$ cat src/source/dbg_defines.svh
// Debug port widths, address map bits and command bit positions
// Reset hold length for the CPU
`ifndef DBG_DEFINES_SVH
`define DBG_DEFINES_SVH

// Debug bus is a single 32-bit word
`define DBG_DATA_W		32

// Byte address width of the debug port
`define DBG_ADDR_W		8

// Byte offset bits dropped to form a word address
`define DBG_LSB			2

// Word address bit selecting the control word over the register file
`define DBG_CTRL_BIT		5

// Command bits within a control write
`define RESET_BIT		6
`define STEP_BIT		8
`define HALT_BIT		10
`define CLEAR_CACHE_BIT		11

// Cycles of CPU reset after power on or an external CPU reset
`define DBG_RESET_DURATION	10

`endif

$ cat src/source/dbg_pkg.sv
// Shared types for the debug wrapper
// Word addresses, register numbers, write payload and status word
`default_nettype none

`include "dbg_defines.svh"

package dbg_pkg;

	// Byte address with the offset bits stripped
	typedef logic [`DBG_ADDR_W-`DBG_LSB-1:0] word_addr_t;

	// One of the 32 CPU registers
	typedef logic [`DBG_CTRL_BIT-1:0] reg_id_t;

	// W channel contents, data above strobes
	typedef struct packed {
		logic [`DBG_DATA_W-1:0]		data;
		logic [`DBG_DATA_W/8-1:0]	strb;
	} wr_payload_t;

	// Status word, listed MSB first
	typedef struct packed {
		logic [14:0]	zero_hi;
		logic		intr;
		logic		brk;
		logic [2:0]	cc;
		logic		zero_11;
		logic		halt_cmd;
		logic		halted;
		logic		zero_8;
		logic		intr_pend;
		logic		reset;
		logic [5:0]	zero_lo;
	} cpu_status_t;

endpackage

`default_nettype wire

$ cat src/source/dbg_cmd_if.sv
// Accepted debug writes, from the write channel to the command controller
`timescale 1ns/1ns
`default_nettype none

`include "dbg_defines.svh"

interface dbg_cmd_if;

	// Single cycle strobes, no handshake back
	logic				cmd_write;
	logic				reg_write;

	// Word and strobes of the accepted write
	logic [`DBG_DATA_W-1:0]		wdata;
	logic [`DBG_DATA_W/8-1:0]	wstrb;

	// Core write still waiting on the stall
	logic				write_busy;

	modport src (
		output	cmd_write, reg_write, wdata, wstrb, write_busy
	);

	modport dst (
		input	cmd_write, reg_write, wdata, wstrb, write_busy
	);

endinterface

`default_nettype wire

$ cat src/source/cpu_cmd_ctrl.sv
// CPU reset hold, halt/step/reset/clear-cache commands and status word
// Break handling follows the start-halted setting
`timescale 1ns/1ns
`default_nettype none

`include "dbg_defines.svh"

module cpu_cmd_ctrl
	import dbg_pkg::*;
(
	input	wire			S_AXI_ACLK,
	input	wire			S_AXI_ARESETN,

	input	wire			i_cpu_reset,
	input	wire			i_interrupt,

	// From the core
	input	wire			i_dbg_stall,
	input	wire			i_break,
	input	wire [2:0]		i_dbg_cc,

	dbg_cmd_if.dst			cmd,

	// To the core
	output	logic			o_cmd_reset,
	output	logic			o_halt,
	output	logic			o_clear_cache,

	output	cpu_status_t		o_status
);

	// Core runs from reset; a break resets it
	localparam logic START_HALTED = 1'b0;
	localparam int RST_CNT_W = $clog2(`DBG_RESET_DURATION + 1);

	logic [RST_CNT_W-1:0]	rst_count;
	logic			hold_active;
	logic			cmd_step;
	logic			wr_halt;
	logic			wr_step;
	logic			wr_clear;
	logic			wr_reset;

	// Decoded control write, byte 0 for reset, byte 1 for the rest
	assign wr_reset = cmd.cmd_write && cmd.wstrb[`RESET_BIT/8]
		&& cmd.wdata[`RESET_BIT];
	assign wr_halt = cmd.cmd_write && cmd.wstrb[`HALT_BIT/8]
		&& cmd.wdata[`HALT_BIT];
	assign wr_step = cmd.cmd_write && cmd.wstrb[`STEP_BIT/8]
		&& cmd.wdata[`STEP_BIT];
	assign wr_clear = cmd.cmd_write && cmd.wstrb[`CLEAR_CACHE_BIT/8]
		&& cmd.wdata[`CLEAR_CACHE_BIT];

	//////////////////////////////////////////////////////////////////////
	// Reset hold
	//////////////////////////////////////////////////////////////////////

	always_ff @(posedge S_AXI_ACLK)
	begin
		if (!S_AXI_ARESETN || i_cpu_reset)
			rst_count <= RST_CNT_W'(`DBG_RESET_DURATION);
		else if (rst_count != '0)
			rst_count <= rst_count - 1'b1;
	end

	// Counter still above one keeps the reset for the next cycle
	assign hold_active = (rst_count > RST_CNT_W'(1));

	always_ff @(posedge S_AXI_ACLK)
	begin
		if (!S_AXI_ARESETN || i_cpu_reset)
			o_cmd_reset <= 1'b1;
		else if (hold_active)
			o_cmd_reset <= 1'b1;
		else if (i_break && !START_HALTED)
			o_cmd_reset <= 1'b1;
		else
			o_cmd_reset <= wr_reset;
	end

	//////////////////////////////////////////////////////////////////////
	// Halt, step and clear cache
	//////////////////////////////////////////////////////////////////////

	always_ff @(posedge S_AXI_ACLK)
	begin
		if (!S_AXI_ARESETN)
			o_halt <= START_HALTED;
		else if (i_cpu_reset && !cmd.reg_write)
			o_halt <= START_HALTED;
		else if (o_cmd_reset && START_HALTED)
			o_halt <= START_HALTED;
		else
		begin
			// Resume, once the core is idle and no write is pending
			if (!cmd.write_busy && !i_dbg_stall && cmd.cmd_write
				&& cmd.wstrb[`HALT_BIT/8]
				&& (!cmd.wdata[`HALT_BIT] || cmd.wdata[`STEP_BIT]))
				o_halt <= 1'b0;

			// Later rules win over the resume
			if (i_break && START_HALTED)
				o_halt <= 1'b1;
			if (wr_halt && !cmd.wdata[`STEP_BIT])
				o_halt <= 1'b1;
			// Register writes need a stopped core
			if (cmd.reg_write)
				o_halt <= 1'b1;
			// Single step done
			if (cmd_step)
				o_halt <= 1'b1;
			if (o_clear_cache || wr_clear)
				o_halt <= 1'b1;
		end
	end

	// Step pulse lasts until the core takes it
	always_ff @(posedge S_AXI_ACLK)
	begin
		if (!S_AXI_ARESETN || i_cpu_reset)
			cmd_step <= 1'b0;
		else if (wr_step)
			cmd_step <= 1'b1;
		else if (!i_dbg_stall)
			cmd_step <= 1'b0;
	end

	// Clear cache only together with halt
	always_ff @(posedge S_AXI_ACLK)
	begin
		if (!S_AXI_ARESETN || o_cmd_reset)
			o_clear_cache <= 1'b0;
		else if (wr_clear && cmd.wdata[`HALT_BIT])
			o_clear_cache <= 1'b1;
		else if (o_halt && !i_dbg_stall)
			o_clear_cache <= 1'b0;
	end

	//////////////////////////////////////////////////////////////////////
	// Status word
	//////////////////////////////////////////////////////////////////////

	always_comb
	begin
		o_status = '0;
		o_status.reset = o_cmd_reset;
		o_status.intr_pend = i_interrupt;
		// Not stalled counts as halted
		o_status.halted = !i_dbg_stall;
		o_status.halt_cmd = o_halt;
		o_status.cc = i_dbg_cc;
		o_status.brk = i_break;
		o_status.intr = i_interrupt;
	end

endmodule

`default_nettype wire

$ cat src/source/dbg_read_channel.sv
// AXI-lite AR handling, CPU register read forwarding and R data select
`timescale 1ns/1ns
`default_nettype none

`include "dbg_defines.svh"

module dbg_read_channel
	import dbg_pkg::*;
(
	input	wire			S_AXI_ACLK,
	input	wire			S_AXI_ARESETN,

	// AR channel
	input	wire			i_arvalid,
	output	logic			o_arready,
	input	wire word_addr_t	i_araddr,

	// R channel
	output	logic			o_rvalid,
	input	wire			i_rready,
	output	logic [`DBG_DATA_W-1:0]	o_rdata,

	// Status word from the command controller
	input	wire cpu_status_t	i_status,

	// CPU debug read port
	output	reg_id_t		o_dbg_rreg,
	input	wire [`DBG_DATA_W-1:0]	i_dbg_rdata
);

	word_addr_t	ar_addr;
	logic		ar_valid;
	logic		read_ready;
	logic		rd_pending;
	logic		ctrl_sel;

	skid_buffer #(.T(word_addr_t)) ar_skid_inst (
		.S_AXI_ACLK	(S_AXI_ACLK),
		.S_AXI_ARESETN	(S_AXI_ARESETN),
		.i_valid	(i_arvalid),
		.o_ready	(o_arready),
		.i_data		(i_araddr),
		.o_valid	(ar_valid),
		.i_ready	(read_ready),
		.o_data		(ar_addr)
	);

	// Control region decode
	assign ctrl_sel = ar_addr[`DBG_CTRL_BIT];

	// One read at a time, and only into a free R slot
	assign read_ready = ar_valid && !rd_pending && (!o_rvalid || i_rready);

	// Register number goes out on the accept cycle
	assign o_dbg_rreg = ar_addr[`DBG_CTRL_BIT-1:0];

	// Core data arrives the cycle after
	always_ff @(posedge S_AXI_ACLK)
	begin
		if (!S_AXI_ARESETN)
			rd_pending <= 1'b0;
		else
			rd_pending <= read_ready && !ctrl_sel;
	end

	// Status reads answer at once, register reads one cycle later
	always_ff @(posedge S_AXI_ACLK)
	begin
		if (!S_AXI_ARESETN)
			o_rvalid <= 1'b0;
		else if (!o_rvalid || i_rready)
			o_rvalid <= (read_ready && ctrl_sel) || rd_pending;
	end

	// R data select
	always_ff @(posedge S_AXI_ACLK)
	begin
		if (!o_rvalid || i_rready)
		begin
			if (rd_pending)
				o_rdata <= i_dbg_rdata;
			else
				o_rdata <= i_status;
		end
	end

endmodule

`default_nettype wire

$ cat src/source/dbg_write_channel.sv
// AXI-lite AW/W join, CPU register write forwarding and B response
// Control region writes leave as a command pulse
`timescale 1ns/1ns
`default_nettype none

`include "dbg_defines.svh"

module dbg_write_channel
	import dbg_pkg::*;
(
	input	wire			S_AXI_ACLK,
	input	wire			S_AXI_ARESETN,

	// AW channel
	input	wire			i_awvalid,
	output	logic			o_awready,
	input	wire word_addr_t	i_awaddr,

	// W channel
	input	wire			i_wvalid,
	output	logic			o_wready,
	input	wire wr_payload_t	i_wdata,

	// B channel
	output	logic			o_bvalid,
	input	wire			i_bready,

	// CPU debug write port
	input	wire			i_dbg_stall,
	output	logic			o_dbg_we,
	output	reg_id_t		o_dbg_wreg,
	output	logic [`DBG_DATA_W-1:0]	o_dbg_wdata,

	dbg_cmd_if.src			cmd
);

	word_addr_t	aw_addr;
	wr_payload_t	w_data;
	logic		aw_valid;
	logic		w_valid;
	logic		write_ready;
	logic		write_stall;
	logic		reg_accept;
	logic		ctrl_sel;

	//////////////////////////////////////////////////////////////////////
	// Skid buffers
	//////////////////////////////////////////////////////////////////////

	skid_buffer #(.T(word_addr_t)) aw_skid_inst (
		.S_AXI_ACLK	(S_AXI_ACLK),
		.S_AXI_ARESETN	(S_AXI_ARESETN),
		.i_valid	(i_awvalid),
		.o_ready	(o_awready),
		.i_data		(i_awaddr),
		.o_valid	(aw_valid),
		.i_ready	(write_ready),
		.o_data		(aw_addr)
	);

	skid_buffer #(.T(wr_payload_t)) w_skid_inst (
		.S_AXI_ACLK	(S_AXI_ACLK),
		.S_AXI_ARESETN	(S_AXI_ARESETN),
		.i_valid	(i_wvalid),
		.o_ready	(o_wready),
		.i_data		(i_wdata),
		.o_valid	(w_valid),
		.i_ready	(write_ready),
		.o_data		(w_data)
	);

	//////////////////////////////////////////////////////////////////////
	// Accept and route
	//////////////////////////////////////////////////////////////////////

	assign ctrl_sel = aw_addr[`DBG_CTRL_BIT];

	// Core still holding the last register write
	assign write_stall = o_dbg_we && i_dbg_stall;

	// Both halves present, B free, and somewhere to put the data
	assign write_ready = aw_valid && w_valid
		&& (!o_bvalid || i_bready)
		&& ((w_data.strb == '0) || ctrl_sel || !write_stall);

	// Empty strobes are acknowledged and dropped
	assign reg_accept = write_ready && (|w_data.strb) && !ctrl_sel;

	// Core write strobe, held through the stall
	always_ff @(posedge S_AXI_ACLK)
	begin
		if (!S_AXI_ARESETN)
			o_dbg_we <= 1'b0;
		else if (!write_stall)
			o_dbg_we <= reg_accept;
	end

	// Register number and data, frozen while stalled
	always_ff @(posedge S_AXI_ACLK)
	begin
		if (!write_stall)
		begin
			o_dbg_wreg <= aw_addr[`DBG_CTRL_BIT-1:0];
			o_dbg_wdata <= w_data.data;
		end
	end

	// One B per accepted pair
	always_ff @(posedge S_AXI_ACLK)
	begin
		if (!S_AXI_ARESETN)
			o_bvalid <= 1'b0;
		else if (write_ready)
			o_bvalid <= 1'b1;
		else if (i_bready)
			o_bvalid <= 1'b0;
	end

	// To the command controller
	assign cmd.cmd_write = write_ready && ctrl_sel;
	assign cmd.reg_write = reg_accept;
	assign cmd.wdata = w_data.data;
	assign cmd.wstrb = w_data.strb;
	assign cmd.write_busy = o_dbg_we;

endmodule

`default_nettype wire

$ cat src/source/skid_buffer.sv
// Valid/ready skid buffer with a type parameter payload
// Holds one item on the wire and one in the side register
`timescale 1ns/1ns
`default_nettype none

module skid_buffer
	import dbg_pkg::*;
#(
	parameter type T = word_addr_t
) (
	input	wire		S_AXI_ACLK,
	input	wire		S_AXI_ARESETN,

	// Upstream side
	input	wire		i_valid,
	output	logic		o_ready,
	input	wire T		i_data,

	// Downstream side
	output	logic		o_valid,
	input	wire		i_ready,
	output	T		o_data
);

	// Side register
	logic	r_valid;
	T	r_data;

	// Fill when an item arrives that downstream refuses
	always_ff @(posedge S_AXI_ACLK)
	begin
		if (!S_AXI_ARESETN)
			r_valid <= 1'b0;
		else if (i_valid && o_ready && !i_ready)
			r_valid <= 1'b1;
		else if (i_ready)
			r_valid <= 1'b0;
	end

	// Capture whatever is on the wire while empty
	always_ff @(posedge S_AXI_ACLK)
	begin
		if (o_ready)
			r_data <= i_data;
	end

	// Ready only while the side register is free
	assign o_ready = !r_valid;

	// Stored item goes first
	assign o_valid = i_valid || r_valid;
	assign o_data = r_valid ? r_data : i_data;

endmodule

`default_nettype wire

$ cat src/source/zip_dbg_axil.sv
// Debug control wrapper top level
// AXI-lite slave port to the CPU debug port and control word
`timescale 1ns/1ns
`default_nettype none

`include "dbg_defines.svh"

module zip_dbg_axil
	import dbg_pkg::*;
(
	input	wire				S_AXI_ACLK,
	input	wire				S_AXI_ARESETN,
	input	wire				i_interrupt,
	input	wire				i_cpu_reset,

	// AXI-lite debug slave
	input	wire				i_s_dbg_awvalid,
	output	logic				o_s_dbg_awready,
	input	wire [`DBG_ADDR_W-1:0]		i_s_dbg_awaddr,
	input	wire				i_s_dbg_wvalid,
	output	logic				o_s_dbg_wready,
	input	wire [`DBG_DATA_W-1:0]		i_s_dbg_wdata,
	input	wire [`DBG_DATA_W/8-1:0]	i_s_dbg_wstrb,
	output	logic				o_s_dbg_bvalid,
	input	wire				i_s_dbg_bready,
	output	logic [1:0]			o_s_dbg_bresp,
	input	wire				i_s_dbg_arvalid,
	output	logic				o_s_dbg_arready,
	input	wire [`DBG_ADDR_W-1:0]		i_s_dbg_araddr,
	output	logic				o_s_dbg_rvalid,
	input	wire				i_s_dbg_rready,
	output	logic [`DBG_DATA_W-1:0]		o_s_dbg_rdata,
	output	logic [1:0]			o_s_dbg_rresp,

	// CPU debug port
	output	logic				o_cmd_reset,
	output	logic				o_halt,
	output	logic				o_clear_cache,
	output	logic				o_dbg_we,
	output	reg_id_t			o_dbg_wreg,
	output	logic [`DBG_DATA_W-1:0]		o_dbg_wdata,
	output	reg_id_t			o_dbg_rreg,
	input	wire				i_dbg_stall,
	input	wire				i_break,
	input	wire [2:0]			i_dbg_cc,
	input	wire [`DBG_DATA_W-1:0]		i_dbg_rdata
);

	word_addr_t	aw_word;
	word_addr_t	ar_word;
	wr_payload_t	w_payload;
	cpu_status_t	status;

	dbg_cmd_if cmd_bus ();

	// Word addresses, byte offset dropped
	assign aw_word = i_s_dbg_awaddr[`DBG_ADDR_W-1:`DBG_LSB];
	assign ar_word = i_s_dbg_araddr[`DBG_ADDR_W-1:`DBG_LSB];
	assign w_payload = '{data: i_s_dbg_wdata, strb: i_s_dbg_wstrb};

	// Always OKAY
	assign o_s_dbg_bresp = 2'b00;
	assign o_s_dbg_rresp = 2'b00;

	dbg_write_channel dbg_write_channel_inst (
		.S_AXI_ACLK	(S_AXI_ACLK),
		.S_AXI_ARESETN	(S_AXI_ARESETN),
		.i_awvalid	(i_s_dbg_awvalid),
		.o_awready	(o_s_dbg_awready),
		.i_awaddr	(aw_word),
		.i_wvalid	(i_s_dbg_wvalid),
		.o_wready	(o_s_dbg_wready),
		.i_wdata	(w_payload),
		.o_bvalid	(o_s_dbg_bvalid),
		.i_bready	(i_s_dbg_bready),
		.i_dbg_stall	(i_dbg_stall),
		.o_dbg_we	(o_dbg_we),
		.o_dbg_wreg	(o_dbg_wreg),
		.o_dbg_wdata	(o_dbg_wdata),
		.cmd		(cmd_bus.src)
	);

	dbg_read_channel dbg_read_channel_inst (
		.S_AXI_ACLK	(S_AXI_ACLK),
		.S_AXI_ARESETN	(S_AXI_ARESETN),
		.i_arvalid	(i_s_dbg_arvalid),
		.o_arready	(o_s_dbg_arready),
		.i_araddr	(ar_word),
		.o_rvalid	(o_s_dbg_rvalid),
		.i_rready	(i_s_dbg_rready),
		.o_rdata	(o_s_dbg_rdata),
		.i_status	(status),
		.o_dbg_rreg	(o_dbg_rreg),
		.i_dbg_rdata	(i_dbg_rdata)
	);

	cpu_cmd_ctrl cpu_cmd_ctrl_inst (
		.S_AXI_ACLK	(S_AXI_ACLK),
		.S_AXI_ARESETN	(S_AXI_ARESETN),
		.i_cpu_reset	(i_cpu_reset),
		.i_interrupt	(i_interrupt),
		.i_dbg_stall	(i_dbg_stall),
		.i_break	(i_break),
		.i_dbg_cc	(i_dbg_cc),
		.cmd		(cmd_bus.dst),
		.o_cmd_reset	(o_cmd_reset),
		.o_halt		(o_halt),
		.o_clear_cache	(o_clear_cache),
		.o_status	(status)
	);

endmodule

`default_nettype wire

$ cat config.mk
export PLATFORM = sky130hd
export DESIGN_NAME = zip_dbg_axil
export DESIGN_NICKNAME = d
export VERILOG_FILES = /design/src/source/dbg_pkg.sv /design/src/source/dbg_cmd_if.sv /design/src/source/cpu_cmd_ctrl.sv /design/src/source/dbg_read_channel.sv /design/src/source/dbg_write_channel.sv /design/src/source/skid_buffer.sv /design/src/source/zip_dbg_axil.sv
export VERILOG_INCLUDE_DIRS = /design/src /design/src/source
export SDC_FILE = /design/constraint.sdc
export NUM_CORES = 1
export LEC_CHECK = 0
export ABC_AREA = 0
export ABC_CLOCK_PERIOD_IN_PS = 2000
export BUFFER_PORTS_ARGS = -buffer_cell sky130_fd_sc_hd__buf_4
export CAP_MARGIN = 30
export CORE_MARGIN = 8
export CORE_UTILIZATION = 29
export DETAILED_ROUTE_END_ITERATION = 12
export PLACE_DENSITY = 0.58
export REMOVE_ABC_BUFFERS = 1
export SLEW_MARGIN = 20
export SYNTH_ARGS = -nofsm -noshare
export SYNTH_HDL_FRONTEND = slang
export SYNTH_SLANG_ARGS = --single-unit
export TNS_END_PERCENT = 10
$ cat constraint.sdc
create_clock -name S_AXI_ACLK -period 2 [get_ports S_AXI_ACLK]
set_clock_uncertainty 0.2 [all_clocks]
set_input_delay 0.2 -clock S_AXI_ACLK [delete_from_list [all_inputs] [get_ports S_AXI_ACLK]]
set_output_delay 0.2 -clock S_AXI_ACLK [all_outputs]
set_load 0.01 [all_outputs]
=== Word level (Yosys, flattened, before mapping) ===
Index checks and enable logic that the tools add are counted.

* Register bits after elaboration: 132
* Bits of input ports: 98
* Output and inout port bits: 87
* Logic and storage cells: 115

* $add $sub $neg: 1
* Magnitude comparators: 1
* Equal/unequal tests: 1
* Muxes and demuxes: 20
* Bitwise logic cells: 1
* Reductions and logical operators: 71

{| class="wikitable"
|+ Operators by type and width
! cell !! number
|-
| $mux W36 || 1
|-
| $logic_and A1 B1 Y1 || 31
|-
| $logic_not A1 Y1 || 17
|-
| $mux W17 || 1
|-
| $mux W1 || 16
|-
| $logic_or A1 B1 Y1 || 12
|-
| $mux W6 || 2
|-
| $reduce_bool A2 Y1 || 5
|-
| $reduce_bool A5 Y1 || 1
|-
| $gt A4 B1 Y1 const B || 1
|-
| $logic_not A4 Y1 || 1
|-
| $reduce_bool A4 Y1 || 1
|-
| $reduce_or A4 Y1 || 1
|-
| $sub A4 B1 Y4 const B || 1
|-
| $reduce_or A3 Y1 || 1
|-
| $ne A2 B1 Y1 const B || 1
|-
| $reduce_or A2 Y1 || 1
|-
| $not A1 Y1 || 1
|}

=== Depth between registers and ports, before layout ===
Gate-level depths: netlist of the first run.

* Depth after elaboration: 14
* Mapped depth: 6
* Gate-level depth less buffers: 6

=== Hierarchy ===
A second synthesis of the first run with hierarchy kept.

* Cells, all modules: 327
* Area total of the unflattened synthesis: 5266.3 µm²

{| class="wikitable"
|+ Modules (own cells, without submodules)
! module !! times used !! cells each !! area an instance (µm²) !! sequential area each (µm²)
|-
| dbg_read_channel || 1 || 77 || 1587.8 || 1001.0
|-
| skid_buffer at dbg_write_channel_inst.w_skid_inst || 1 || 80 || 1275.0 || 740.7
|-
| dbg_write_channel || 1 || 54 || 1255.0 || 1151.1
|-
| cpu_cmd_ctrl || 1 || 77 || 634.4 || 160.2
|-
| skid_buffer at dbg_read_channel_inst.ar_skid_inst ... || 2 || 17 || 240.2 || 140.1
|-
| zip_dbg_axil || 1 || 5 || 33.8 || 0.0
|}

=== Worst setup path after synthesis of the first run ===
OpenSTA, ideal clock, no wires.

* Kind: register to register
* From: register dbg_write_channel_inst.o_dbg_we, in the netlist dbg_write_channel_inst.cmd.write_busy
* To: register dbg_write_channel_inst.o_dbg_wdata[0] (enable)
* Library setup time: 0.392 ns
* Data arrival time: 1.252 ns
* Required time: 1.408 ns
* Path slack: 0.155 ns
* Stages on the path, launching flop included: 3
* Path buffers: 0
* Period minus slack after synthesis: 1.845 ns
* Path through: dfxtp_1 -> and2_1 -> inv_1

* Word-level cells in the longest chain between the ends: 1

{| class="wikitable"
|+ RTL lines
! item !! line !! source
|-
| start, declared || dbg_write_channel.sv:30 || <nowiki>output logic o_dbg_we,</nowiki>
|-
| start signal, assigned || dbg_write_channel.sv:95 || <nowiki>o_dbg_we <= reg_accept;</nowiki>
|-
| $logic_and A1 B1 Y1 || dbg_write_channel.sv:79 || <nowiki>assign write_stall = o_dbg_we && i_dbg_stall;</nowiki>
|-
| end signal, assigned || dbg_write_channel.sv:104 || <nowiki>o_dbg_wdata <= w_data.data;</nowiki>
|-
| end, declared || dbg_write_channel.sv:32 || <nowiki>output logic [`DBG_DATA_W-1:0] o_dbg_wdata,</nowiki>
|}

Every way passes these cells.
A chain may end at the register's enable or synchronous reset.

=== Worst setup path in the final report of the first run ===
* From: register dbg_read_channel_inst.ar_skid_inst.r_valid
* To: output o_dbg_rreg[0]

* Word-level cells in the longest chain between the ends: 1

{| class="wikitable"
|+ RTL lines
! item !! line !! source
|-
| start, declared || skid_buffer.sv:26 || <nowiki>logic r_valid;</nowiki>
|-
| start signal, assigned || skid_buffer.sv:33 || <nowiki>r_valid <= 1'b0;</nowiki>
|-
| start signal, assigned || skid_buffer.sv:35 || <nowiki>r_valid <= 1'b1;</nowiki>
|-
| start signal, assigned || skid_buffer.sv:37 || <nowiki>r_valid <= 1'b0;</nowiki>
|-
| $mux W6 || -- ||
|-
| end, declared || zip_dbg_axil.sv:42 || <nowiki>output reg_id_t o_dbg_rreg,</nowiki>
|}

Every way passes these cells.

==> metrics.txt, run 1 <==
# TYPE chip_impl_metric gauge
chip_impl_info{name="outcome",value="completed"} 1
chip_impl_metric{name="combinationalPowerShare",unit=""} 0.133
chip_impl_metric{name="io_buffers",unit=""} 176
chip_impl_info{name="dominantRegCellSynth",value="sky130_fd_sc_hd__edfxtp_1"} 1
chip_impl_info{name="netlist.top_cell.by_area",value="sky130_fd_sc_hd__edfxtp_1"} 1
chip_impl_metric{name="first_global_vias",unit=""} 3788
chip_impl_metric{name="vias_per_cell",unit=""} 4.22
chip_impl_info{name="rsz0062_at_grt",value="no"} 1
chip_impl_metric{name="pwr_density_cell",unit="nW/µm²"} 939
chip_impl_metric{name="synth_enable_flop_cells",unit=""} 69
chip_impl_metric{name="cp_data_arrival_time",unit="ns"} 1.45
chip_impl_metric{name="floorplan.rows",unit=""} 46
chip_impl_metric{name="ctsHtreeMaxLevel",unit=""} 4
chip_impl_metric{name="floorplan.die.height",unit="µm"} 143
chip_impl_metric{name="detail_route.wirelength",unit="mm"} 12.5
chip_impl_info{name="yosys-top-cells-area",value="sky130_fd_sc_hd__edfxtp_1, sky130_fd_sc_hd__dfxtp_1, sky130_fd_sc_hd__mux2_2"} 1
chip_impl_metric{name="crit_fanout",unit=""} 9
chip_impl_metric{name="clock_latency",unit="ns"} 0.40
chip_impl_metric{name="ys_ff_latch",unit=""} 132
chip_impl_metric{name="psw",unit="W"} 0.00156
chip_impl_metric{name="synth_top_cell_area_share",unit=""} 0.441
chip_impl_metric{name="total_leakage_power",unit="nW"} 3.32
chip_impl_metric{name="layout.core_utilization",unit=""} 0.492
chip_impl_info{name="critPathLaunch",value="dbg_read_channel_inst.ar_skid_inst.r_valid$_SDFFE_PN0P_"} 1
chip_impl_metric{name="worstRegToRegCells",unit=""} 2
chip_impl_metric{name="drt_pre_antenna_iters",unit=""} 4
chip_impl_metric{name="final_min_period_over_clock_period",unit=""} 0.925
chip_impl_metric{name="finalNonFillerCells",unit=""} 822
chip_impl_info{name="crit_path_end_kind",value="output port"} 1
chip_impl_metric{name="gpl.final_weighted_congestion",unit=""} 0.764
chip_impl_metric{name="drive_above_1_share",unit=""} 0.444
chip_impl_metric{name="clk_path_buf_depth",unit=""} 2
chip_impl_metric{name="power.clock.fraction",unit=""} 0.428
chip_impl_metric{name="power.share.switching",unit=""} 0.213
chip_impl_metric{name="min_period",unit="ns"} 1.85
chip_impl_info{name="worst_setup_path_class",value="register to output port"} 1
chip_impl_metric{name="total_internal_power",unit="W"} 0.00577
chip_impl_metric{name="synthArstFlopShare",unit=""} 0
chip_impl_metric{name="required",unit="ns"} 1.60
chip_impl_metric{name="grt_max_degree",unit=""} 35
chip_impl_info{name="critical_path_source_type",value="register"} 1
chip_impl_metric{name="clkTransAtPathRegs",unit="ns"} 0.05
chip_impl_metric{name="clock_sink_count",unit=""} 132
chip_impl_metric{name="final.setup.tns",unit="ns"} 0
chip_impl_metric{name="max_stage_delay",unit="ns"} 0.50
chip_impl_metric{name="initial_core_util",unit=""} 0.296
chip_impl_metric{name="grt_pass1_wl",unit="mm"} 19.0
chip_impl_metric{name="max_cap_viol_count",unit=""} 0
chip_impl_metric{name="vias",unit=""} 3470
chip_impl_info{name="holdCritPathClass",value="input pin to register"} 1
chip_impl_metric{name="synth_area",unit="µm²"} 4700
chip_impl_metric{name="fp.dieArea",unit="µm²"} 20500
chip_impl_metric{name="seq_area_frac_synth",unit=""} 0.709
chip_impl_info{name="timing.critical_path.slowest_stage_cell",value="sky130_fd_sc_hd__dfxtp_1"} 1
chip_impl_metric{name="remaining_drc_errors",unit=""} 0
chip_impl_metric{name="routed_wire_length_per_instance",unit="µm"} 15.2
chip_impl_metric{name="drt-initial-drc-count",unit=""} 114
chip_impl_metric{name="setup_viol_count_final",unit=""} 0
chip_impl_metric{name="antenna-diode-count",unit=""} 0
chip_impl_metric{name="top_level_ports",unit=""} 185
chip_impl_metric{name="cts-buffers-inserted",unit=""} 17
chip_impl_metric{name="track_usage",unit=""} 0.122
chip_impl_info{name="crit-reg2reg-launch",value="dbg_read_channel_inst.rd_pending$_SDFF_PN0_"} 1
chip_impl_metric{name="yosys_warnings",unit=""} 0
chip_impl_metric{name="post_synth_num_cell_types",unit=""} 41
chip_impl_metric{name="final_count_of_hold_timing_violations",unit=""} 0
chip_impl_metric{name="min_delay_path_depth",unit=""} 2
chip_impl_info{name="cts_tree",value="built"} 1
chip_impl_metric{name="area_growth_syn_to_layout",unit="%"} 66.3
chip_impl_metric{name="timing.final.max_slew_violations",unit=""} 0
chip_impl_info{name="worstHoldStart",value="i_s_dbg_rready"} 1
chip_impl_metric{name="power.ir.vdd_worst",unit="µV"} 548
chip_impl_metric{name="power.share.sequential",unit=""} 0.439
chip_impl_metric{name="clock.fmax",unit="GHz"} 0.540
chip_impl_metric{name="synth_area_per_cell",unit="µm²"} 15.1
chip_impl_metric{name="antenna_found_initial",unit=""} 0
chip_impl_metric{name="core_area",unit="µm²"} 15900
chip_impl_metric{name="netlist_instances",unit=""} 311
chip_impl_metric{name="dieWidth",unit="µm"} 143
chip_impl_metric{name="dp.final_hpwl",unit="mm"} 8.92
chip_impl_metric{name="antenna_violating_nets_post_route",unit=""} 0
chip_impl_info{name="crit_chain",value="mux2_2 -> buf_4"} 1
chip_impl_metric{name="count_of_nets_after_finishing",unit=""} 694
chip_impl_metric{name="number_of_placed_instances_with_taps_included",unit=""} 694
chip_impl_metric{name="globalRouteOverflowTotal",unit=""} 0
chip_impl_metric{name="hold-worst-slack",unit="ns"} 0.176
chip_impl_info{name="cts.root.buffer_cell",value="sky130_fd_sc_hd__clkbuf_16"} 1
[worst paths after layout]
| path | end | slack, ns |
|---|---|---|
| hold / removal | dbg_read_channel_inst.o_rdata[12]$_DFFE_PN_ | 0.18 |
| hold reg to reg | dbg_write_channel_inst.w_skid_inst.r_data[29]$_DFF_P_ | 0.27 |
| setup reg to reg | dbg_read_channel_inst.o_rdata[13]$_DFFE_PN_ | 0.16 |
| setup / recovery | o_dbg_rreg[0] | 0.15 |
[area by class of cell]
type | count | area [µm²]
clock buffer | 23 | 479
clock inverter | 9 | 125
fill | 1371 | 8070
inverter | 12 | 45.0
multi-input combinational | 150 | 1200
sequential | 132 | 3340
tap | 216 | 270
timing repair buffer | 280 | 2350
[sequential cells by signal, indices dropped and copies added (netlist names)]
name	cells
dbg_read_channel_inst.o_rdata	32
dbg_write_channel_inst.w_skid_inst.r_valid	1
cpu_cmd_ctrl_inst.o_clear_cache	1
dbg_write_channel_inst.aw_skid_inst.r_data	6
dbg_read_channel_inst.rd_pending	1
dbg_write_channel_inst.w_skid_inst.r_data	36
cpu_cmd_ctrl_inst.cmd_step	1
cpu_cmd_ctrl_inst.o_cmd_reset	1
dbg_read_channel_inst.ar_skid_inst.r_valid	1
cpu_cmd_ctrl_inst.o_halt	1
dbg_write_channel_inst.o_dbg_wdata	32
dbg_read_channel_inst.o_rvalid	1
dbg_read_channel_inst.ar_skid_inst.r_data	6
dbg_write_channel_inst.o_bvalid	1
cpu_cmd_ctrl_inst.rst_count	4
dbg_write_channel_inst.o_dbg_wreg	5
dbg_write_channel_inst.cmd.write_busy	1
dbg_write_channel_inst.aw_skid_inst.r_valid	1
[what timing repair did]
| item | 4_1_cts | 5_1_grt |
|---|---|---|
| resized for setup | 0 | 1 |
| hold buffers | 96 | 0 |
| buffers inserted | 0 | 0 |
| endpoints found under the setup margin | 0 | 4 |
| endpoints found under the hold margin | 132 | 0 |
[layer usage]
layer | GRT usage | part of all wire
met5 | 0 | 0
met4 | 0.0686 | 0.027
met3 | 0.0441 | 0.069
met2 | 0.211 | 0.52
met1 | 0.126 | 0.39
[cells in the final DEF, fill, tap and decap left out, types with 3 or more instances in the layout]
cell,instances
sky130_fd_sc_hd__a21oi_1,3
sky130_fd_sc_hd__and2_1,24
sky130_fd_sc_hd__buf_4,183
sky130_fd_sc_hd__bufinv_16,3
sky130_fd_sc_hd__clkbuf_1,4
sky130_fd_sc_hd__clkbuf_16,18
sky130_fd_sc_hd__clkinv_2,3
sky130_fd_sc_hd__conb_1,4
sky130_fd_sc_hd__dfxtp_1,61
sky130_fd_sc_hd__dlygate4sd3_1,96
sky130_fd_sc_hd__edfxtp_1,69
sky130_fd_sc_hd__ha_1,3
sky130_fd_sc_hd__inv_1,10
sky130_fd_sc_hd__mux2_2,50
sky130_fd_sc_hd__nand2_1,13
sky130_fd_sc_hd__nand2b_1,5
sky130_fd_sc_hd__nand3_1,3
sky130_fd_sc_hd__nor2_1,6
sky130_fd_sc_hd__nor2b_1,3
sky130_fd_sc_hd__nor4_1,3
sky130_fd_sc_hd__o21ai_0,10
[cells by family after synthesis]
logic type,synth area share
flops,0.709
simple gates,0.0772
mux,0.129
buf+inv,0.0370
compound gates,0.0368
fa+ha+maj,0.00799
other cells,0.000798
xor+xnor,0.00186
[power groups by stage]
stage	logic, W	registers, W	clock network [W]
after floorplan	0.000238	0.00336	0
after global placement	0.000809	0.00326	0
after detailed placement	0.000825	0.00328	0
after CTS	0.000988	0.00322	0.00324
after global routing	0.00105	0.00324	0.00336
final	0.000974	0.00322	0.00314
[cell usage after synthesis, types with 2 or more instances]
| library cell | n |
|---|---|
| sky130_fd_sc_hd__edfxtp_1 | 69 |
| sky130_fd_sc_hd__dfxtp_1 | 63 |
| sky130_fd_sc_hd__mux2_2 | 50 |
| sky130_fd_sc_hd__and2_1 | 24 |
| sky130_fd_sc_hd__nand2_1 | 13 |
| sky130_fd_sc_hd__inv_1 | 11 |
| sky130_fd_sc_hd__o21ai_0 | 10 |
| sky130_fd_sc_hd__buf_4 | 9 |
| sky130_fd_sc_hd__nor2_1 | 6 |
| sky130_fd_sc_hd__clkbuf_1 | 5 |
| sky130_fd_sc_hd__nand2b_1 | 5 |
| sky130_fd_sc_hd__buf_2 | 4 |
| sky130_fd_sc_hd__a21oi_1 | 3 |
| sky130_fd_sc_hd__ha_1 | 3 |
| sky130_fd_sc_hd__nand3_1 | 3 |
| sky130_fd_sc_hd__nor2b_1 | 3 |
| sky130_fd_sc_hd__nor4_1 | 3 |
| sky130_fd_sc_hd__a211oi_1 | 2 |
| sky130_fd_sc_hd__buf_6 | 2 |
| sky130_fd_sc_hd__mux2i_1 | 2 |
[critical path, delay by kind of cell (launching register included)]
family / cells / cell delay (ns)
muxes: 1 / 0.39
buffers and inverters: 1 / 0.15
DFF: 1 / 0.50
[through the flow]
step / instance area, µm² / total power [W] / worst slack (ns)
after floorplan: 4580 / 0.00360 / -0.486
after global placement: 6250 / 0.00407 / 0.247
after detailed placement: 6250 / 0.00410 / 0.270
after CTS: 7810 / 0.00745 / 0.0750
after global routing: 7810 / 0.00766 / 0.0676
final: 7810 / 0.00733 / 0.150
Note: power is estimated with default switching activity, not from simulation.
==> run 2: changes to the inputs <==
--- a/config.mk
+++ b/config.mk
@@ -10,7 +10,6 @@
 export ABC_CLOCK_PERIOD_IN_PS = 2000
 export BUFFER_PORTS_ARGS = -buffer_cell sky130_fd_sc_hd__buf_4
 export CAP_MARGIN = 30
-export CORE_MARGIN = 8
 export CORE_UTILIZATION = 29
 export DETAILED_ROUTE_END_ITERATION = 12
 export PLACE_DENSITY = 0.58
==> run 2 against run 1 <==
  * Final cell count unchanged
  * Power shrank 1.2%
  * Routed wire length is 11% lower
  * Combinational power shrank 2%
  * Critical path type unchanged
  * Critical endpoint unchanged
  * Largest cell class unchanged
==> metrics.txt, run 2 (synthesis gave the netlist of run 1 again) <==
# TYPE chip_impl_metric gauge
chip_impl_info{name="cts_tree",value="built"} 1
chip_impl_metric{name="final_min_period_over_clock_period",unit=""} 0.932
chip_impl_metric{name="power.clock.fraction",unit=""} 0.423
chip_impl_info{name="timing.critical_path.slowest_stage_cell",value="sky130_fd_sc_hd__dfxtp_1"} 1
chip_impl_metric{name="max_cap_viol_count",unit=""} 0
chip_impl_metric{name="area_growth_syn_to_layout",unit="%"} 66.1
chip_impl_metric{name="track_usage",unit=""} 0.137
chip_impl_metric{name="number_of_placed_instances_with_taps_included",unit=""} 694
chip_impl_metric{name="totalPowerFinal",unit="W"} 0.00725
chip_impl_metric{name="remaining_drc_errors",unit=""} 0
chip_impl_metric{name="combinationalPowerShare",unit=""} 0.132
chip_impl_info{name="holdCritPathClass",value="register to register"} 1
chip_impl_metric{name="core_area",unit="µm²"} 15800
chip_impl_metric{name="power.share.switching",unit=""} 0.210
chip_impl_info{name="timing.critical_path.max_delay_family",value="flip-flops"} 1
chip_impl_metric{name="pwr_density_cell",unit="nW/µm²"} 929
chip_impl_metric{name="count_of_nets_after_finishing",unit=""} 694
chip_impl_metric{name="dieWidth",unit="µm"} 129
chip_impl_metric{name="power.share.sequential",unit=""} 0.445
chip_impl_metric{name="clkTransAtPathRegs",unit="ns"} 0.05
chip_impl_info{name="crit_path_end_kind",value="output port"} 1
chip_impl_metric{name="detail_route.wirelength",unit="mm"} 11.1
chip_impl_metric{name="final_count_of_hold_timing_violations",unit=""} 0
chip_impl_info{name="crit_chain",value="mux2_2 -> buf_4"} 1
chip_impl_metric{name="dp.final_hpwl",unit="mm"} 7.39
chip_impl_metric{name="power.ir.vdd_worst",unit="µV"} 566
chip_impl_info{name="cts.root.buffer_cell",value="sky130_fd_sc_hd__clkbuf_16"} 1
chip_impl_info{name="regMostFlops",value="dbg_write_channel_inst.w_skid_inst.r_data"} 1
chip_impl_info{name="top_regs",value="dbg_write_channel_inst.w_skid_inst.r_data: 36 flops, dbg_read_channel_inst.o_rdata: 32 flops, dbg_write_channel_inst.o_dbg_wdata: 32 flops"} 1
chip_impl_metric{name="clock.fmax",unit="GHz"} 0.537
chip_impl_metric{name="total_leakage_power",unit="nW"} 3.32
chip_impl_metric{name="worst-path-buf-inv",unit=""} 1
chip_impl_metric{name="psw",unit="W"} 0.00152
chip_impl_metric{name="antenna_violating_nets_post_route",unit=""} 0
chip_impl_metric{name="globalRouteOverflowTotal",unit=""} 0
chip_impl_info{name="mostFrequentLayoutCells",value="sky130_fd_sc_hd__buf_4, sky130_fd_sc_hd__dlygate4sd3_1, sky130_fd_sc_hd__edfxtp_1"} 1
chip_impl_metric{name="cts-buffers-inserted",unit=""} 17
chip_impl_metric{name="antenna_found_initial",unit=""} 0
chip_impl_metric{name="vias_per_cell",unit=""} 4.14
chip_impl_metric{name="layout.core_utilization",unit=""} 0.493
chip_impl_metric{name="max_stage_delay",unit="ns"} 0.52
chip_impl_metric{name="ctsHtreeMaxLevel",unit=""} 4
chip_impl_metric{name="top_level_ports",unit=""} 185
chip_impl_info{name="critical_path_source_type",value="register"} 1
chip_impl_metric{name="min_period",unit="ns"} 1.86
chip_impl_metric{name="floorplan.die.height",unit="µm"} 129
chip_impl_metric{name="cp_data_arrival_time",unit="ns"} 1.46
chip_impl_metric{name="clock_sink_count",unit=""} 132
chip_impl_metric{name="floorplan.rows",unit=""} 46
chip_impl_metric{name="grt_max_degree",unit=""} 34
chip_impl_metric{name="required",unit="ns"} 1.60
chip_impl_metric{name="antenna-diode-count",unit=""} 0
chip_impl_metric{name="fp.dieArea",unit="µm²"} 16700
chip_impl_metric{name="setup_viol_count_final",unit=""} 0
chip_impl_metric{name="fill_cells",unit=""} 1384
chip_impl_metric{name="clk_path_buf_depth",unit=""} 2
chip_impl_info{name="outcome",value="completed"} 1
chip_impl_metric{name="cts_post_setup_buffers_inserted",unit=""} 0
chip_impl_metric{name="worst_setup_slack_final",unit="ns"} 0.137
chip_impl_metric{name="routed_wire_length_per_instance",unit="µm"} 13.5
chip_impl_metric{name="finalNonFillerCells",unit=""} 822
chip_impl_metric{name="drive_above_1_share",unit=""} 0.439
chip_impl_metric{name="multiInputGateArea",unit="µm²"} 1200
chip_impl_metric{name="drt_pre_antenna_iters",unit=""} 4
chip_impl_info{name="worst_setup_path_class",value="register to output port"} 1
chip_impl_metric{name="clock_latency",unit="ns"} 0.41
chip_impl_metric{name="initial_core_util",unit=""} 0.297
chip_impl_metric{name="crit_fanout",unit=""} 9
chip_impl_info{name="layout.cells.most_common",value="sky130_fd_sc_hd__buf_4"} 1
chip_impl_metric{name="grt_pass1_wl",unit="mm"} 17.2
chip_impl_metric{name="io_buffers",unit=""} 176
chip_impl_metric{name="gpl.final_weighted_congestion",unit=""} 0.730
chip_impl_metric{name="vias",unit=""} 3400
chip_impl_metric{name="layout.area.seq",unit="µm²"} 3340
chip_impl_info{name="rsz0062_at_grt",value="no"} 1
chip_impl_metric{name="dpl_worst_slack",unit="ns"} 0.191
chip_impl_metric{name="largest_register_ffs",unit=""} 36
chip_impl_metric{name="drt-initial-drc-count",unit=""} 110
chip_impl_metric{name="total_internal_power",unit="W"} 0.00573
chip_impl_metric{name="first_global_vias",unit=""} 3567
chip_impl_metric{name="timing.final.max_slew_violations",unit=""} 0
==> run 2: cell types whose count changed in the layout (fill, tap and decap cells not counted) <==
cell | before | now
sky130_fd_sc_hd__clkinv_2 | 3 | 2
sky130_fd_sc_hd__buf_4 | 183 | 182
sky130_fd_sc_hd__clkbuf_16 | 18 | 17
sky130_fd_sc_hd__clkbuf_8 | 1 | 2
sky130_fd_sc_hd__buf_12 | 1 | 2
sky130_fd_sc_hd__clkinv_4 | 1 | 0
sky130_fd_sc_hd__clkbuf_1 | 4 | 6
sky130_fd_sc_hd__clkinv_1 | 2 | 3
sky130_fd_sc_hd__clkinvlp_4 | 1 | 0
==> run 2: stage by stage <==
step / hold slack (ns) / setup TNS [ns] / cell area, µm²
finish: 0.268 / 0 / 7800
global route: 0.282 / 0 / 7800
CTS: 0.272 / 0 / 7800
detailed placement: 0.228 / 0 / 6260
global placement: 0.221 / 0 / 6260
floorplan: 0.0992 / -3.78 / 4580
==> run 2: path summary, 6_finish.rpt <==
kind	startpoint	to	cells past startpoint	slack (ns)
worst max-delay path	dbg_read_channel_inst.ar_skid_inst.r_valid$_SDFFE_PN0P_	o_dbg_rreg[0]	2	0.14
worst min-delay path	dbg_write_channel_inst.w_skid_inst.r_data[17]$_DFF_P_	dbg_write_channel_inst.w_skid_inst.r_data[17]$_DFF_P_	1	0.27
worst max register to register	dbg_write_channel_inst.w_skid_inst.r_valid$_SDFFE_PN0P_	cpu_cmd_ctrl_inst.o_halt$_SDFFE_PP0P_	4	0.14
worst min register to register	dbg_write_channel_inst.w_skid_inst.r_data[17]$_DFF_P_	dbg_write_channel_inst.w_skid_inst.r_data[17]$_DFF_P_	1	0.27
==> run 2: power by group through the flow <==
| stage | Combinational (W) | Clock [W] | Sequential (W) |
|---|---|---|---|
| 3_5_place_dp | 0.000804 | 0 | 0.00328 |
| 2_1_floorplan | 0.000238 | 0 | 0.00336 |
| 5_1_grt | 0.00103 | 0.00326 | 0.00325 |
| 4_1_cts | 0.000962 | 0.00315 | 0.00323 |
| 3_3_place_gp | 0.000789 | 0 | 0.00327 |
| 6_report | 0.000955 | 0.00307 | 0.00322 |
==> run 2: cell type report <==
| cell class | count | area share |
|---|---|---|
| flip-flops and latches | 132 | 0.427 |
| multi-input cells | 150 | 0.154 |
| well taps | 216 | 0.0346 |
| clock buffers | 25 | 0.0609 |
| repair buffers | 280 | 0.303 |
| inverters | 12 | 0.00577 |
| clock inverters | 7 | 0.0138 |
==> run 2: timing repair <==
item | in CTS | in global routing
endpoints found under the hold margin | 132 | 0
gates resized for setup | 0 | 1
setup endpoints to repair | 0 | 1
hold buffers | 96 | 0
==> run 2: per-layer routing <==
layer,up-vias,global-route usage,routed length (µm)
li1,1662,-,-
met2,99,0.237,5600
met4,0,0.0623,220
met5,-,0,0
met1,1621,0.151,4650
met3,18,0.0500,627
==> run 3: changes to the inputs <==
--- a/config.mk
+++ b/config.mk
@@ -13,6 +13,7 @@
 export CORE_UTILIZATION = 29
 export DETAILED_ROUTE_END_ITERATION = 12
 export PLACE_DENSITY = 0.58
+export RECOVER_POWER = 25
 export REMOVE_ABC_BUFFERS = 1
 export SLEW_MARGIN = 20
 export SYNTH_ARGS = -nofsm -noshare
==> run 3 against run 2 <==
  * Sequential cell count unchanged
  * Critical path type is now register to register
  * First-iteration DRC count increased by 5.5%
  * Register-to-register slack about the same
  * Power decreased by 0.64%
  * Critical endpoint is now cpu_cmd_ctrl_inst.o_halt$_SDFFE_PP0P_
  * Clock power about the same
  * Setup slack got worse by 0.0028 ns
==> metrics.txt, run 3 (synthesis gave the netlist of run 1 again) <==
# TYPE chip_impl_metric gauge
chip_impl_info{name="outcome",value="completed"} 1
chip_impl_metric{name="required",unit="ns"} 2.08
chip_impl_metric{name="max_cap_viol_count",unit=""} 0
chip_impl_info{name="worst_setup_path_class",value="register to register"} 1
chip_impl_metric{name="vias",unit=""} 3393
chip_impl_metric{name="clock.fmax",unit="GHz"} 0.536
chip_impl_metric{name="final_min_period_over_clock_period",unit=""} 0.933
chip_impl_metric{name="min_delay_path_depth",unit=""} 1
chip_impl_info{name="critPathLaunch",value="dbg_write_channel_inst.w_skid_inst.r_valid$_SDFFE_PN0P_"} 1
chip_impl_metric{name="initial_core_util",unit=""} 0.297
chip_impl_metric{name="detail_route.wirelength",unit="mm"} 11.1
chip_impl_metric{name="ctsHtreeMaxLevel",unit=""} 4
chip_impl_metric{name="finalNonFillerCells",unit=""} 822
chip_impl_metric{name="core_area",unit="µm²"} 15800
chip_impl_metric{name="slew-limit-headroom",unit=""} 0.672
chip_impl_metric{name="first_global_vias",unit=""} 3567
chip_impl_metric{name="fp.dieArea",unit="µm²"} 16700
chip_impl_metric{name="dieWidth",unit="µm"} 129
chip_impl_metric{name="worst_setup_slack_final",unit="ns"} 0.134
chip_impl_metric{name="clock_sink_count",unit=""} 132
chip_impl_info{name="crit_path_end_kind",value="register"} 1
chip_impl_metric{name="io_buffers",unit=""} 176
chip_impl_info{name="holdCritPathClass",value="register to register"} 1
chip_impl_metric{name="clk_path_buf_depth",unit=""} 2
chip_impl_metric{name="clock_latency",unit="ns"} 0.41
chip_impl_metric{name="number_of_placed_instances_with_taps_included",unit=""} 694
chip_impl_metric{name="worstRegToRegCells",unit=""} 4
chip_impl_metric{name="dpl_worst_slack",unit="ns"} 0.191
chip_impl_metric{name="track_usage",unit=""} 0.137
chip_impl_metric{name="rrSetupSlack",unit="ns"} 0.13
chip_impl_metric{name="drt_pre_antenna_iters",unit=""} 4
chip_impl_metric{name="clkTransAtPathRegs",unit="ns"} 0.05
chip_impl_metric{name="area_growth_syn_to_layout",unit="%"} 63.9
chip_impl_metric{name="floorplan.rows",unit=""} 46
chip_impl_metric{name="vias_per_cell",unit=""} 4.13
chip_impl_metric{name="power.ir.vdd_worst",unit="µV"} 564
chip_impl_metric{name="cts-buffers-inserted",unit=""} 17
chip_impl_metric{name="min_period",unit="ns"} 1.87
chip_impl_metric{name="largest_register_ffs",unit=""} 36
chip_impl_metric{name="grt_max_degree",unit=""} 34
chip_impl_metric{name="setup_viol_count_final",unit=""} 0
chip_impl_metric{name="timing.final.max_slew_violations",unit=""} 0
chip_impl_info{name="cts.root.buffer_cell",value="sky130_fd_sc_hd__clkbuf_16"} 1
chip_impl_metric{name="pwr_density_cell",unit="nW/µm²"} 935
chip_impl_info{name="top_regs",value="dbg_write_channel_inst.w_skid_inst.r_data: 36 flops, dbg_read_channel_inst.o_rdata: 32 flops, dbg_write_channel_inst.o_dbg_wdata: 32 flops"} 1
chip_impl_metric{name="totalPowerFinal",unit="W"} 0.00720
chip_impl_metric{name="drt-initial-drc-count",unit=""} 116
chip_impl_info{name="layout.cells.most_common",value="sky130_fd_sc_hd__buf_4"} 1
chip_impl_metric{name="cp_data_arrival_time",unit="ns"} 1.94
chip_impl_metric{name="routed_wire_length_per_instance",unit="µm"} 13.5
chip_impl_metric{name="antenna_violating_nets_post_route",unit=""} 0
chip_impl_info{name="rsz0062_at_grt",value="no"} 1
chip_impl_metric{name="max_slew.worst_pin.slew",unit="ns"} 0.478
chip_impl_metric{name="grt_pass1_wl",unit="mm"} 17.2
chip_impl_info{name="regMostFlops",value="dbg_write_channel_inst.w_skid_inst.r_data"} 1
chip_impl_metric{name="hold-worst-slack",unit="ns"} 0.267
chip_impl_metric{name="drive_above_1_share",unit=""} 0.384
chip_impl_info{name="worstReg2RegEnd",value="cpu_cmd_ctrl_inst.o_halt$_SDFFE_PP0P_"} 1
chip_impl_metric{name="final_count_of_hold_timing_violations",unit=""} 0
chip_impl_info{name="mostFrequentLayoutCells",value="sky130_fd_sc_hd__buf_4, sky130_fd_sc_hd__dlygate4sd3_1, sky130_fd_sc_hd__edfxtp_1"} 1
chip_impl_metric{name="floorplan.die.height",unit="µm"} 129
chip_impl_metric{name="gpl.final_weighted_congestion",unit=""} 0.730
chip_impl_metric{name="antenna-diode-count",unit=""} 0
chip_impl_metric{name="total_leakage_power",unit="nW"} 3.22
chip_impl_metric{name="remaining_drc_errors",unit=""} 0
chip_impl_info{name="worstSetupEndpoint",value="cpu_cmd_ctrl_inst.o_halt$_SDFFE_PP0P_"} 1
chip_impl_info{name="critical_path_source_type",value="register"} 1
chip_impl_metric{name="crit_fanout",unit=""} 14
chip_impl_metric{name="antenna_found_initial",unit=""} 0
chip_impl_metric{name="dp.final_hpwl",unit="mm"} 7.39
chip_impl_metric{name="top_level_ports",unit=""} 185
chip_impl_info{name="cts_tree",value="built"} 1
chip_impl_metric{name="globalRouteOverflowTotal",unit=""} 0
chip_impl_info{name="crit-reg2reg-launch",value="dbg_write_channel_inst.w_skid_inst.r_valid$_SDFFE_PN0P_"} 1
chip_impl_metric{name="count_of_nets_after_finishing",unit=""} 694
run 3: changes by cell type in the layout (fill, tap and decap cells not counted):
cell                       before  now
sky130_fd_sc_hd__buf_4        182  158
sky130_fd_sc_hd__clkbuf_1       6   30
sky130_fd_sc_hd__and2_0         0   13
sky130_fd_sc_hd__and2_1        24   11
sky130_fd_sc_hd__mux2_1         0    8
sky130_fd_sc_hd__mux2_2        50   42
sky130_fd_sc_hd__mux2i_1        2    3
sky130_fd_sc_hd__mux2i_4        1    0
run 3: cell type report:
| cell class | instances | area, µm² |
|---|---|---|
| Clock buffer | 25 | 475 |
| Clock inverter | 7 | 108 |
| Fill cell | 1408 | 8130 |
| Inverter | 12 | 45.0 |
| Multi-Input combinational cell | 150 | 1190 |
| Sequential cell | 132 | 3340 |
| Tap cell | 216 | 270 |
| Timing Repair Buffer | 280 | 2280 |
run 3: timing repair:
action	4_1_cts	5_1_grt
hold buffers	96	0
buffers inserted	0	0
setup endpoints to repair	0	1
hold endpoints to repair	132	0
gates resized for setup	0	1
run 3: worst min-delay path by stage:
stage | start | to
after floorplan | i_cpu_reset | cpu_cmd_ctrl_inst.rst_count[1]$_SDFFE_PP1P_
after global placement | i_cpu_reset | cpu_cmd_ctrl_inst.rst_count[1]$_SDFFE_PP1P_
after detailed placement | i_cpu_reset | cpu_cmd_ctrl_inst.rst_count[1]$_SDFFE_PP1P_
after CTS | dbg_write_channel_inst.w_skid_inst.r_data[23]$_DFF_P_ | dbg_write_channel_inst.w_skid_inst.r_data[23]$_DFF_P_
after global routing | dbg_write_channel_inst.w_skid_inst.r_data[27]$_DFF_P_ | dbg_write_channel_inst.w_skid_inst.r_data[27]$_DFF_P_
final | dbg_read_channel_inst.ar_skid_inst.r_data[2]$_DFF_P_ | dbg_read_channel_inst.ar_skid_inst.r_data[2]$_DFF_P_
run 3: critical path, stage by stage, from the launching register on:
cell	delay [ns]
sky130_fd_sc_hd__dfxtp_2	0.52
sky130_fd_sc_hd__mux2_1	0.41
sky130_fd_sc_hd__a21o_1	0.18
sky130_fd_sc_hd__a211oi_1	0.29
sky130_fd_sc_hd__a311oi_1	0.13
run 3: stage by stage:
step | cell area (µm²) | setup TNS [ns] | util
5_1_grt | 7700 | 0 | 0.487
3_3_place_gp | 6260 | 0 | 0.395
4_1_cts | 7800 | 0 | 0.493
6_report | 7700 | 0 | 0.487
3_5_place_dp | 6260 | 0 | 0.395
2_1_floorplan | 4580 | -3.78 | -
run 3: power breakdown:
group	internal (W)	switching, W	leakage [nW]
Clock	0.00201	0.00105	0.284
Combinational	0.000538	0.000374	1.65
Sequential	0.00313	0.0000882	1.28
run 3: metal layers:
layer / vias to the layer above / share of wire / GRT usage
li1: 1660 / - / -
met1: 1614 / 0.42 / 0.151
met2: 101 / 0.50 / 0.237
met3: 18 / 0.059 / 0.0500
met4: 0 / 0.020 / 0.0623
met5: - / 0 / 0
